## config.mk

```make
export PLATFORM = sky130hd
export DESIGN_NAME = cache_ctrl
export DESIGN_NICKNAME = d
export VERILOG_FILES = /design/src/design/bus_pkg.sv /design/src/design/cache_pkg.sv /design/src/design/cache_ctrl.sv
export SDC_FILE = /design/constraint.sdc
export NUM_CORES = 1
export LEC_CHECK = 0
export BUFFER_PORTS_ARGS = -buffer_cell sky130_fd_sc_hd__buf_4
export CAP_MARGIN = 15
export CORE_AREA = 2 2 165 167
export DETAILED_ROUTE_END_ITERATION = 6
export DIE_AREA = 0 0 167 169
export REMOVE_ABC_BUFFERS = 1
export SYNTH_ARGS = -nofsm -noshare
export SYNTH_HDL_FRONTEND = slang
export SYNTH_SLANG_ARGS = --single-unit
```

## constraint.sdc

```tcl
create_clock -name clk -period 7.9 [get_ports clk]
set_clock_uncertainty 0.1 [all_clocks]
set_input_delay 1.185 -clock clk [delete_from_list [all_inputs] [get_ports clk]]
set_output_delay 1.185 -clock clk [all_outputs]
set_load 0.005 [all_outputs]
```

## src/design/bus_pkg.sv

```systemverilog
package bus_pkg;

    localparam int BUS_ADDR_BITS = 32;
    localparam int BUS_DATA_BITS = 32;
    localparam int BUS_STRB_BITS = BUS_DATA_BITS / 8;

    // read address, burst length fixed by the line size
    typedef struct packed {
        logic [BUS_ADDR_BITS-1:0] araddr;
        logic                     arvalid;
    } bus_ar_t;

    typedef struct packed {
        logic [BUS_DATA_BITS-1:0] rdata;
        logic                     rlast;
        logic                     rvalid;
    } bus_r_t;

    // single beat write, wlast implied
    typedef struct packed {
        logic [BUS_ADDR_BITS-1:0] awaddr;
        logic [BUS_DATA_BITS-1:0] wdata;
        logic [BUS_STRB_BITS-1:0] wstrb;
        logic                     awvalid;
        logic                     wvalid;
    } bus_w_t;

endpackage

```

## src/design/cache_pkg.sv

```systemverilog
package cache_pkg;

    // cache geometry
    localparam int NUM_SETS   = 4;
    localparam int LINE_WORDS = 16;
    localparam int WORD_BITS  = 32;
    localparam int STRB_BITS  = 4;
    localparam int MAX_WAYS   = 4;   // width of the way field in commands

    localparam int INDEX_BITS  = $clog2(NUM_SETS);
    localparam int OFFSET_BITS = $clog2(LINE_WORDS);
    localparam int TAG_BITS    = 32 - INDEX_BITS - OFFSET_BITS - 2;

    typedef logic [WORD_BITS-1:0]      word_t;
    typedef logic [STRB_BITS-1:0]      strb_t;
    typedef logic [TAG_BITS-1:0]       tag_t;
    typedef logic [INDEX_BITS-1:0]     index_t;
    typedef logic [OFFSET_BITS-1:0]    offset_t;
    typedef logic [$clog2(MAX_WAYS)-1:0] way_t;

    typedef struct packed {
        tag_t       tag;
        index_t     index;
        offset_t    offset;
        logic [1:0] byte_ofs;
    } addr_t;

    typedef struct packed {
        logic                     valid;
        tag_t                     tag;
        word_t [LINE_WORDS-1:0]   words;   // word 0 in the low bits
    } line_t;

    // broadcast from the controller, each set filters on index
    typedef struct packed {
        index_t  index;
        way_t    way;
        logic    fill_en;
        offset_t fill_ofs;
        word_t   fill_word;
        tag_t    fill_tag;      // taken on the last fill beat
        logic    wr_en;
        offset_t wr_ofs;
        word_t   wr_data;
        strb_t   wr_strb;
    } set_cmd_t;

endpackage

```

## src/design/cache_ctrl.sv

```systemverilog
`timescale 1ns/1ps

module cache_ctrl import cache_pkg::*, bus_pkg::*; (
    input  logic     clk,
    input  logic     arst_n,
    input  logic     rd,
    input  logic     wr,
    input  addr_t    addr,
    input  word_t    wdata,
    input  strb_t    wstrb,
    input  logic     hit,
    input  way_t     hit_way,
    input  way_t     victim_way,
    input  word_t    hit_word,
    output set_cmd_t cmd,
    output logic     rvalid,
    output word_t    rdata,
    output logic     wdone,
    output logic     busy,
    output bus_ar_t  m_ar,
    input  logic     arready,
    input  bus_r_t   m_r,
    output logic     rready,
    output bus_w_t   m_w,
    input  logic     awready,
    input  logic     wready,
    input  logic     bvalid,
    output logic     bready,
    output addr_t    req_addr
);

    typedef enum logic [2:0] {
        IDLE,
        LOOKUP,
        FILL_ADDR,
        FILL_DATA,
        RESPOND,
        WR_ADDR,
        WR_RESP
    } state_t;

    state_t  state;
    logic    req_wr;
    word_t   req_wdata;
    strb_t   req_wstrb;
    offset_t beat;      // fill beat counter
    logic    aw_done;
    logic    w_done;
    logic    aw_fire;
    logic    w_fire;

    assign aw_fire = m_w.awvalid && awready;
    assign w_fire  = m_w.wvalid && wready;

    always_ff @(posedge clk or negedge arst_n) begin
        if (!arst_n) begin
            state   <= IDLE;
            req_wr  <= 1'b0;
            beat    <= '0;
            aw_done <= 1'b0;
            w_done  <= 1'b0;
        end else begin
            case (state)
                IDLE: begin
                    if (rd || wr) begin
                        state  <= LOOKUP;
                        req_wr <= wr;
                    end
                end
                LOOKUP: begin
                    if (req_wr) begin
                        state   <= WR_ADDR;   // write-through, hit or not
                        aw_done <= 1'b0;
                        w_done  <= 1'b0;
                    end else if (hit) begin
                        state <= RESPOND;
                    end else begin
                        state <= FILL_ADDR;
                        beat  <= '0;
                    end
                end
                FILL_ADDR: begin
                    if (arready) state <= FILL_DATA;
                end
                FILL_DATA: begin
                    if (m_r.rvalid) begin
                        beat <= beat + 1'b1;
                        if (m_r.rlast) state <= RESPOND;
                    end
                end
                RESPOND: state <= IDLE;
                WR_ADDR: begin
                    aw_done <= aw_done | aw_fire;
                    w_done  <= w_done | w_fire;
                    if ((aw_done || aw_fire) && (w_done || w_fire)) state <= WR_RESP;
                end
                WR_RESP: begin
                    if (bvalid) state <= RESPOND;
                end
                default: state <= IDLE;
            endcase
        end
    end

    always_ff @(posedge clk) begin
        if (state == IDLE && (rd || wr)) begin
            req_addr  <= addr;
            req_wdata <= wdata;
            req_wstrb <= wstrb;
        end
    end

    // fill beats go to the victim, the write merge to the hitting way
    always_comb begin
        cmd.index     = req_addr.index;
        cmd.fill_en   = (state == FILL_DATA) && m_r.rvalid;
        cmd.fill_ofs  = beat;
        cmd.fill_word = m_r.rdata;
        cmd.fill_tag  = req_addr.tag;
        cmd.wr_en     = (state == LOOKUP) && req_wr && hit;
        cmd.wr_ofs    = req_addr.offset;
        cmd.wr_data   = req_wdata;
        cmd.wr_strb   = req_wstrb;
        cmd.way       = cmd.wr_en ? hit_way : victim_way;
    end

    assign busy   = (state != IDLE);
    assign rvalid = (state == RESPOND) && !req_wr;
    assign wdone  = (state == RESPOND) && req_wr;
    assign rdata  = hit_word;   // filled line is valid by RESPOND

    assign m_ar.araddr  = {req_addr.tag, req_addr.index, {(OFFSET_BITS + 2){1'b0}}};
    assign m_ar.arvalid = (state == FILL_ADDR);
    assign rready       = (state == FILL_DATA);

    assign m_w.awaddr  = req_addr;
    assign m_w.wdata   = req_wdata;
    assign m_w.wstrb   = req_wstrb;
    assign m_w.awvalid = (state == WR_ADDR) && !aw_done;
    assign m_w.wvalid  = (state == WR_ADDR) && !w_done;
    assign bready      = (state == WR_RESP);

    a_ar_hold: assert property (@(posedge clk) disable iff (!arst_n)
        m_ar.arvalid && !arready |=> m_ar.arvalid && $stable(m_ar.araddr));

    a_r_in_fill: assert property (@(posedge clk) disable iff (!arst_n)
        m_r.rvalid |-> state == FILL_DATA);

    a_rd_wr_excl: assert property (@(posedge clk) disable iff (!arst_n)
        state == IDLE |-> !(rd && wr));

endmodule

```

---- Word-level counts from Yosys, hierarchy flattened ----
Index checks and enable logic that the tools add are counted.
word-level totals
  register bits after elaboration ......... 78
  bits of input ports ..................... 147
  word-level logic and storage cells ...... 71
cells by class
  $add $sub $neg .......................... 1
  equality and inequality tests ........... 15
  multiplexer cells ....................... 17
  bitwise operators ....................... 2
  reduce and logical (&&, ||, !) cells .... 25
operators by type and width
  cell                                                 number
  two-way mux 3 bit                                    8
  one-hot mux 3 bit (6 select lines)                   1
  != test 2 bit, second input constant                 7
  two-way mux 4 bit                                    3
  logical AND 1 bit                                    11
  equality test 3 bit, second input constant           3
  one-hot mux 4 bit (2 select lines)                   1
  equality test 3 x 2 -> 1 bit, second input constant  2
  AND reduction 6 bit                                  1
  adder 4 x 1 -> 4 bit, second input constant          1
  != test 2 x 1 -> 1 bit, second input constant        2
  one-hot mux 1 bit (2 select lines)                   2
  AND reduction 2 bit                                  2
  AND reduction 4 bit                                  1
  nonzero test 2 bit                                   2
  equality test 3 x 1 -> 1 bit, second input constant  1
  zero test 1 bit                                      3
  zero test 3 bit                                      1
  logical OR 1 bit                                     3
  nonzero test 3 bit                                   1
  two-way mux 2 bit                                    1
  bitwise OR 1 bit                                     2
  two-way mux 1 bit                                    1

---- Logic depth before layout (Yosys ltp) ----
Gate-level depths: netlist of run 1.
  word-level depth ........................ 7
  depth in mapped cells ................... 5
  gate-level depth less buffers ........... 4

---- Worst setup path before layout of run 1 ----
OpenSTA, ideal clock, no wires.
  kind .................................... in2reg
  from .................................... in wr
  to ...................................... reg req_addr, in the netlist cmd[104], enable pin
  setup time .............................. 0.496 ns
  arrival time ............................ 4.090 ns
  data required time ...................... 7.304 ns
  slack ................................... 3.213 ns
  cell stages on the path ................. 2
  cells stage by stage .................... nor2_1 nor2_1
between the ends
  longest elaborated chain between the ends .. 2
RTL lines
  item                  line               RTL
  start, declared       cache_ctrl.sv:7    input logic wr,
  logical OR 1 bit      cache_ctrl.sv:106  if (state == IDLE && (rd || wr)) begin
  logical AND 1 bit     cache_ctrl.sv:106
  end signal, assigned  cache_ctrl.sv:107  req_addr <= addr;
  end, declared         cache_ctrl.sv:29   output addr_t req_addr
Every way passes these cells.
A chain may end at the register's enable or synchronous reset.

==> results of run 1 <==
## final cells by class
class	count	area [µm²]
clock inverter	7	97.6
clock buffer	9	225
multi-input combinational	70	445
sequential	78	2290
antenna	5	12.5
fill	2861	20800
inverter	3	11.3
timing repair buffer	291	2180
tap	341	427
## worst max-delay path: stages, from the launching register on
cell and delay (ps):
dfrtp_1 630, or3b_4 480, nor2_4 140, mux2_2 340, buf_4 130
## through the flow
step	util, %	instance area (µm²)	instances	setup slack, ps
after floorplan	-	2740	151	3210
after global placement	20.2	5360	783	4650
after detailed placement	20.2	5360	783	4640
after CTS	21.4	5680	799	4540
after global routing	21.4	5680	799	4470
final	21.5	5700	804	4550
## registers in the layout (all words and copies together) (netlist names), 2 cells and up
register and cells:
req_wdata 32, beat 4, state 3, cmd 30, req_wstrb 4, m_w 2
## layout by cell type, fill, tap and decap left out, drive strengths merged, types with 2 or more instances in the layout
| cell | instances |
|---|---|
| buf | 291 |
| edfxtp | 68 |
| nor2 | 11 |
| dfrtp | 10 |
| clkbuf | 9 |
| nand2 | 7 |
| a21oi | 7 |
| o21ai | 6 |
| conb | 6 |
| diode | 5 |
| nor3 | 5 |
| inv | 4 |
| mux2 | 3 |
| clkinv | 3 |
| nand2b | 2 |
| o22a | 2 |
| o21bai | 2 |
| a211oi | 2 |
| mux2i | 2 |
| a22o | 2 |
| bufinv | 2 |
## final timing paths
kind / from / to
min in group asynchronous: arst_n / beat[1]$_DFFE_PN0P_
max in group asynchronous: arst_n / req_wr$_DFFE_PN0P_
worst max-delay path: state[0]$_DFFE_PN0P_ / cmd[103]
worst max register to register: state[0]$_DFFE_PN0P_ / req_wdata[2]$_DFFE_PP_
worst min-delay path: aw_done$_DFFE_PN0P_ / aw_done$_DFFE_PN0P_
worst min register to register: aw_done$_DFFE_PN0P_ / aw_done$_DFFE_PN0P_
## report_power, final
part	internal, W	leakage, nW	switching (W)
logic	0.000356	1.57	0.000249
registers	0.000590	0.758	0.000115
clock network	0.000278	0.154	0.000182
total	0.00122	2.48	0.000545
## cells by family (layout without fill, tap and decap cells)
kind of cell | after synthesis | count (layout) | synth area share [%]
buffers and inverters | 202 | 310 | 35.6
DFF | 78 | 78 | 54.5
and+or+nand+nor | 34 | 34 | 4.49
AOI/OAI and AO/OA | 24 | 24 | 3.72
muxes | 5 | 5 | 1.37
adders and majority gates | 1 | 1 | 0.297
other | 1 | 11 | 0.0891
## metal layers
metal / track usage (%) / vias to the layer above / share of wire (%)
li1: - / 1181 / -
met1: 12.9 / 1301 / 38
met2: 13.2 / 330 / 35
met3: 15.4 / 24 / 25
met4: 2.51 / 14 / 0.88
met5: 9.04 / - / 2.2
==> results_dict.tcl, run 1 <==
set metrics [dict create \
    outcome "finished clean" \
    cts_hold_buf 0 \
    cts.repair.resized 0 \
    yosysSeqAreaShare_pct 54.5 \
    post-route-min-period_ps 3350 \
    worstPathMaxFanout 16 \
    ctsHtreeMaxLevel 3 \
    grt_max_degree 69 \
    core.rowCount 60 \
    vias 2850 \
    power.total_w 0.00177 \
    grt_usage_pct 12.0 \
    io_buffers 290 \
    antenna_found_initial 9 \
    drcViolationCount 0 \
    place_hpwl_um 15000 \
    synthArstFlopShare_pct 12.8 \
    synth_edf_count 68 \
    worstRegToRegCells 4 \
    p_per_area_nw_per_um2 311 \
    critical_path_required_ps 6610 \
    ys_warn_count 0 \
    synth_cell_types 36 \
    synthCells 345 \
    cts_tree "yes" \
    fp.dieArea_um2 28200 \
    cts.clk_slew.worst_paths_ps 70 \
    slew_headroom_pct 38.3 \
    start_kind "register" \
    drt-vias-per-instance 3.54 \
    r2r_setup_slack_ps 5470 \
    grt_pass1_wl_um 22600 \
    slew_viol_final 0 \
    yosys.area.top_type_share_pct 48.5 \
    cts_made_buffers 9 \
    worst_pin_slew_ps 925 \
    io_pins 425 \
    postCtsSetupBuffers 0 \
    dr.pass1.iters 4 \
    hold_viol_final 0 \
    timing.hold.ws_ps 466 \
    ys_top_cells_by_area "edfxtp_1 (49%), buf_4 (35%), dfrtp_1 (5.9%)" \
    netlist_area_um2 4210 \
    clk_path_buf_depth 2 \
    clock_sinks 78 \
    syn_to_final_growth_pct 35.4 \
    leakage_nw 2.48 \
    arrival_ps 2060 \
    synth_ff_type "edfxtp_1" \
    grt_pass1_vias 2629 \
    syn_avg_cell_area_um2 12.2 \
    die_x_um 167 \
    finalNetCount 601 \
    fin_setup_tns_ps 0 \
    wire_per_inst_um 22.4 \
    hold_depth 2 \
    finalSetupViolCount 0 \
    routed_wl_um 18000 \
    drt-initial-drc-count 138 \
    clkLatencyLatePin_ps 340 \
    drv_cap 0 \
    synthTopCellsByCount "buf_4 (194), edfxtp_1 (68), dfrtp_1 (10), nor2_1 (10)" \
    place_congestion 0.760 \
    core-area_um2 26500 \
    fin_crit_sh_pct 42.4 \
    rsz0062_at_grt "no" \
    ys_seq_elements 78 \
    antenna_left 0 \
    hold_path_class "reg -> reg" \
    peakVddDrop_mv 0.101 \
    synth_area_leader_cell "edfxtp_1" \
    root_buffer "clkbuf_16" \
    max_freq_mhz 299 \
    layout-drive-gt1-share_pct 69.0 \
    yosys.cell_count.top_type "buf_4" \
    overflow 0 \
    die_h_um 169 \
    initial_core_util_pct 15.9 \
    path_class "reg -> out" \
    worstSetupEndpointType "primary output" \
]
(Power assumes the default switching activity.)
==> run 2, diff against run 1 <==
Settings changed: ABC_AREA set to 1, CORE_AREA 2 2 165 167 to 2 2 167 169, DIE_AREA 0 0 167 169 to 0 0 169 171.
Clock period 7.9 ns to 3.3 ns, I/O delays scaled along.
==> results_dict.tcl, run 2 <==
set metrics [dict create \
    outcome "finished clean" \
    fin_crit_sh_pct 72.2 \
    ys_warn_count 0 \
    ys_top_cells_by_area "edfxtp_1 (48%), buf_4 (35%), dfrtp_1 (5.9%)" \
    antenna_found_initial 8 \
    synthCells 369 \
    synth_edf_count 68 \
    postCtsSetupBuffers 0 \
    drv_cap 0 \
    worst-path-buf-inv 3 \
    io_buffers 290 \
    cpMaxStageDelayCell "dfrtp_1" \
    overflow 0 \
    die_x_um 169 \
    syn_avg_cell_area_um2 11.4 \
    synthTopCellsByCount "buf_4 (194), edfxtp_1 (68), nand2_1 (37)" \
    syn_to_final_growth_pct 36.3 \
    hold_viol_final 0 \
    routed_wl_um 19800 \
    slew_viol_final 0 \
    hold_path_class "in -> reg" \
    worstSetupEndpointType "primary output" \
    synth_area_leader_cell "edfxtp_1" \
    drt-vias-per-instance 3.44 \
    core.rowCount 61 \
    ctsHtreeMaxLevel 3 \
    die_h_um 171 \
    drcViolationCount 0 \
    grt_max_degree 46 \
    initial_core_util_pct 15.4 \
    place_hpwl_um 17100 \
    worst_pin_slew_ps 538 \
    fillers 2983 \
    grt_pass1_vias 2699 \
    arrival_ps 1790 \
    yosys.cell_count.top_type "buf_4" \
    worstPathMaxFanout 10 \
    timing.hold.ws_ps 226 \
    top_register "req_wdata" \
    dr.pass1.iters 4 \
    cts_made_buffers 9 \
    leakage_nw 2.62 \
    mostFrequentLayoutCells "buf_4 (291), edfxtp_1 (68), nand2_1 (37), inv_1 (13), nor2_1 (12)" \
    layout-drive-gt1-share_pct 65.1 \
    critical_path_required_ps 2700 \
    fp.dieArea_um2 28900 \
    grt_usage_pct 13.0 \
    core-area_um2 27300 \
    drt-initial-drc-count 102 \
    io_pins 425 \
    clock_sinks 78 \
    slew_headroom_pct 64.0 \
    cts_hold_buf 1 \
    synth_ff_type "edfxtp_1" \
    max_freq_mhz 420 \
    clk_path_buf_depth 2 \
    crit_family "simple AND/OR/NAND/NOR gates" \
    layout_commonest_cell "buf_4" \
    yosys.area.top_type_share_pct 48.5 \
    p_per_area_nw_per_um2 777 \
    grt_pass1_wl_um 24000 \
    root_buffer "clkbuf_16" \
    yosysSeqAreaShare_pct 54.4 \
    synth_cell_types 26 \
    worst_slack_ps 918 \
    utilization_pct 21.0 \
    wire_per_inst_um 23.7 \
    synthArstFlopShare_pct 12.8 \
    cts.repair.resized 0 \
    placed_area_um2 5400 \
    ys_seq_elements 78 \
    max_stage_delay_ps 540 \
    start_kind "register" \
    place_congestion 0.799 \
    cts_tree "yes" \
    largest_reg_flops 32 \
    finalSetupViolCount 0 \
    clkLatencyLatePin_ps 340 \
    netlist_area_um2 4210 \
    rsz0062_at_grt "no" \
    stdcell_area_um2 5740 \
    seqCellArea_um2 2290 \
    cts.clk_slew.worst_paths_ps 70 \
    dpl_worst_slack_ps 1140 \
    path_class "reg -> out" \
    crit_path_cell_trace "inv_1 -> nor3_2 -> nand2_1 -> inv_1 -> nand2_1 -> nand2_1 -> buf_4" \
    finalNetCount 630 \
    post-route-min-period_ps 2380 \
    vias 2879 \
    antenna_left 0 \
    crit_top_cell "nand2_1" \
    multi_input_area_um2 417 \
    peakVddDrop_mv 0.333 \
]
==> run 2: changes by cell type after synthesis, sizes merged, moves of 3 or more <==
cell,before,now
nor2,11,15
mux2,3,0
inv,3,14
o21ai,6,2
clkbuf,3,0
a21oi,7,3
nand2,7,40
nand3,1,8
==> run 2: metrics by stage <==
step / cells / setup TNS [ps] / power, W
2_1_floorplan: 178 / -67400 / 0.00213
3_3_place_gp: 816 / 0 / 0.00341
3_5_place_dp: 816 / 0 / 0.00344
4_1_cts: 833 / 0 / 0.00456
5_1_grt: 833 / 0 / 0.00474
6_report: 837 / 0 / 0.00446
==> run 2: cell type report <==
cell class,instances,share of cell area [%]
flip-flops and latches,78,39.9
repair buffers,293,38.6
well taps,346,7.54
multi-input cells,86,7.26
clock buffers,9,3.92
clock inverters,7,1.70
inverters,14,0.915
diodes,4,0.174
==> run 2: cells by family after synthesis <==
| kind of cell | synth area share, % |
|---|---|
| adders and majority gates | 0.297 |
| and+or+nand+nor | 7.48 |
| xor gates and xnor gates | 0.208 |
| DFF | 54.4 |
| AOI/OAI and AO/OA | 0.950 |
| other | 0.0890 |
| buffers and inverters | 36.3 |
| muxes | 0.238 |
==> run 2: where the power goes <==
part	internal (W)	switching, W
clock network	0.000665	0.000419
registers	0.00144	0.000287
logic	0.000905	0.000747
total	0.00301	0.00145
==> run 2: final timing paths <==
path / start / endpoint / slack, ps / cells past startpoint
worst max-delay path: state[0]$_DFFE_PN0P_ / cmd[103] / 920 / 7
worst min-delay path: addr[28] / cmd[61]$_DFFE_PP_ / 230 / 1
worst max register to register: state[2]$_DFFE_PN0P_ / req_wdata[4]$_DFFE_PP_ / 1150 / 4
worst min register to register: beat[1]$_DFFE_PN0P_ / beat[1]$_DFFE_PN0P_ / 440 / 2
max in group asynchronous: arst_n / state[2]$_DFFE_PN0P_ / 2530 / 2
min in group asynchronous: arst_n / state[1]$_DFFE_PN0P_ / 420 / 2
==> run 2: metal layers <==
metal / share of wire (%) / routed length (µm) / up-vias / GRT usage, %
met3: 24 / 4730 / 21 / 16.2
met4: 0.92 / 182 / 10 / 2.86
met5: 1.2 / 234 / - / 5.22
met1: 39 / 7690 / 1300 / 13.7
li1: - / - / 1227 / -
met2: 35 / 6970 / 321 / 15.1
==> run 3, diff against run 2 <==
Settings changed: CORE_AREA 2 2 167 169 to 2 2 165 167, DIE_AREA 0 0 169 171 to 0 0 167 169.
Clock period 3.3 ns to 2.15 ns, I/O delays scaled along.
==> results_dict.tcl, run 3 (same netlist as run 2, synthesis figures left out) <==
set metrics [dict create \
    core-area_um2 26500 \
    critPathLaunch "state[1]$_DFFE_PN0P_" \
    fp.dieArea_um2 28200 \
    drcViolationCount 0 \
    antenna_left 0 \
    cts.clk_slew.worst_paths_ps 70 \
    path_class "reg -> out" \
    routed_wl_um 22300 \
    antenna_found_initial 10 \
    cpMaxStageDelayCell "dfrtp_1" \
    die_x_um 167 \
    critical_path_required_ps 1730 \
    drt-vias-per-instance 3.48 \
    placed_area_um2 5450 \
    grt_usage_pct 15.2 \
    stdcell_area_um2 5820 \
    initial_core_util_pct 15.9 \
    die_h_um 169 \
    power.total_w 0.00714 \
    finalNetCount 637 \
    worst_slack_ps 152 \
    crit_path_cell_trace "inv_2 -> nand2_1 -> nor3_4 -> nand2_1 -> inv_1 -> nand2_1 -> nand2_1 -> buf_4" \
    layout_commonest_cell "buf_4" \
    hold_viol_final 0 \
    peakVddDrop_mv 0.381 \
    mostFrequentLayoutCells "buf_4 (296), edfxtp_1 (68), nand2_1 (37), inv_1 (13), nor2_1 (12)" \
    start_kind "register" \
    io_buffers 290 \
    grt_pass1_vias 2846 \
    drt-initial-drc-count 173 \
    grt_pass1_wl_um 27600 \
    dr.pass1.iters 4 \
    wire_per_inst_um 26.6 \
    finalSetupViolCount 0 \
    hold_path_class "in -> reg" \
    cp-endpoint "cmd[102]" \
    arrival_ps 1580 \
    overflow 0 \
    cts_made_buffers 9 \
    io_pins 425 \
    post-route-min-period_ps 2000 \
    dpl_worst_slack_ps 260 \
    drv_cap 0 \
    vias 2925 \
    ctsHtreeMaxLevel 3 \
    grt_max_degree 24 \
    hold_depth 1 \
    worstRegToRegCells 5 \
    timing.hold.ws_ps 56.8 \
    place_congestion 0.850 \
    clock_sinks 78 \
    worstSetupEndpointType "primary output" \
    crit_top_cell "nand2_1" \
    core.rowCount 60 \
    slew_viol_final 0 \
    root_buffer "clkbuf_16" \
    largest_reg_flops 32 \
    place_hpwl_um 19600 \
    max_freq_mhz 501 \
    fin_setup_tns_ps 0 \
    top_register "req_wdata" \
    max_stage_delay_ps 410 \
    rr_startpoint "state[1]$_DFFE_PN0P_" \
    worstPathMaxFanout 6 \
    clkLatencyLatePin_ps 340 \
    leakage_nw 2.66 \
    layout-drive-gt1-share_pct 65.8 \
    p_per_area_nw_per_um2 1230 \
    outcome "finished clean" \
    r2r_end "cmd[52]$_DFFE_PP_" \
    fin_crit_sh_pct 92.9 \
    r2r_setup_slack_ps 250 \
    clk_path_buf_depth 2 \
    cts_tree "yes" \
    syn_to_final_growth_pct 38.2 \
]
-- run 3: cell types whose count changed in the layout (fill, tap and decap cells not counted) --
| cell | before | now |
|---|---|---|
| buf_12 | 1 | 3 |
| buf_4 | 291 | 296 |
| dfrtp_1 | 10 | 9 |
| dfrtp_2 | 0 | 1 |
| diode_2 | 4 | 5 |
| nor3_2 | 2 | 1 |
| nor3_4 | 0 | 1 |
-- run 3: what timing repair did --
action,4_1_cts,5_1_grt
setup buffers,0,3
resized for setup,1,1
hold endpoints to repair,10,0
pin swaps,0,1
setup endpoints to repair,2,2
hold buffers,1,0
-- run 3: how the worst min path moves through the flow --
| stage | startpoint | end |
|---|---|---|
| final | addr[16] | cmd[49]$_DFFE_PP_ |
| after detailed placement | arst_n | beat[3]$_DFFE_PN0P_ |
| after global placement | arst_n | beat[2]$_DFFE_PN0P_ |
| after CTS | addr[1] | m_w[39]$_DFFE_PP_ |
| after floorplan | arst_n | aw_done$_DFFE_PN0P_ |
| after global routing | addr[16] | cmd[49]$_DFFE_PP_ |
-- run 3: per-stage QoR --
| step | util [%] | cells |
|---|---|---|
| finish | 22.0 | 840 |
| global route | 21.9 | 835 |
| global placement | 20.6 | 815 |
| floorplan | - | 178 |
| CTS | 21.8 | 832 |
| detailed placement | 20.6 | 815 |
-- run 3: per-layer routing --
layer | track usage, % | wire length, µm | vias up
li1 | - | - | 1243
met1 | 16.2 | 8250 | 1336
met2 | 17.2 | 7660 | 318
met3 | 20.2 | 6050 | 20
met4 | 3.04 | 191 | 8
met5 | 2.78 | 153 | -
-- run 3: power breakdown --
part	internal (W)	switching [W]	total [W]
clock	0.00102	0.000662	0.00168
combinational	0.00150	0.00130	0.00280
sequential	0.00221	0.000433	0.00265
total	0.00474	0.00239	0.00714
-- run 3: worst max-delay path: cells and delay by family, from the launching register on --
family	cells	cell delay (ps)
flip-flops	1	410
buffers and inverters	3	310
AND/OR/NAND/NOR	5	520
-- run 3: area by class of cell --
class / instances / area (µm²)
Fill cell: 2906 / 20700
Antenna cell: 5 / 12.5
Inverter: 14 / 52.6
Multi-Input combinational cell: 86 / 423
Clock inverter: 7 / 97.6
Tap cell: 341 / 427
Sequential cell: 78 / 2290
Clock buffer: 9 / 225
Timing Repair Buffer: 300 / 2290
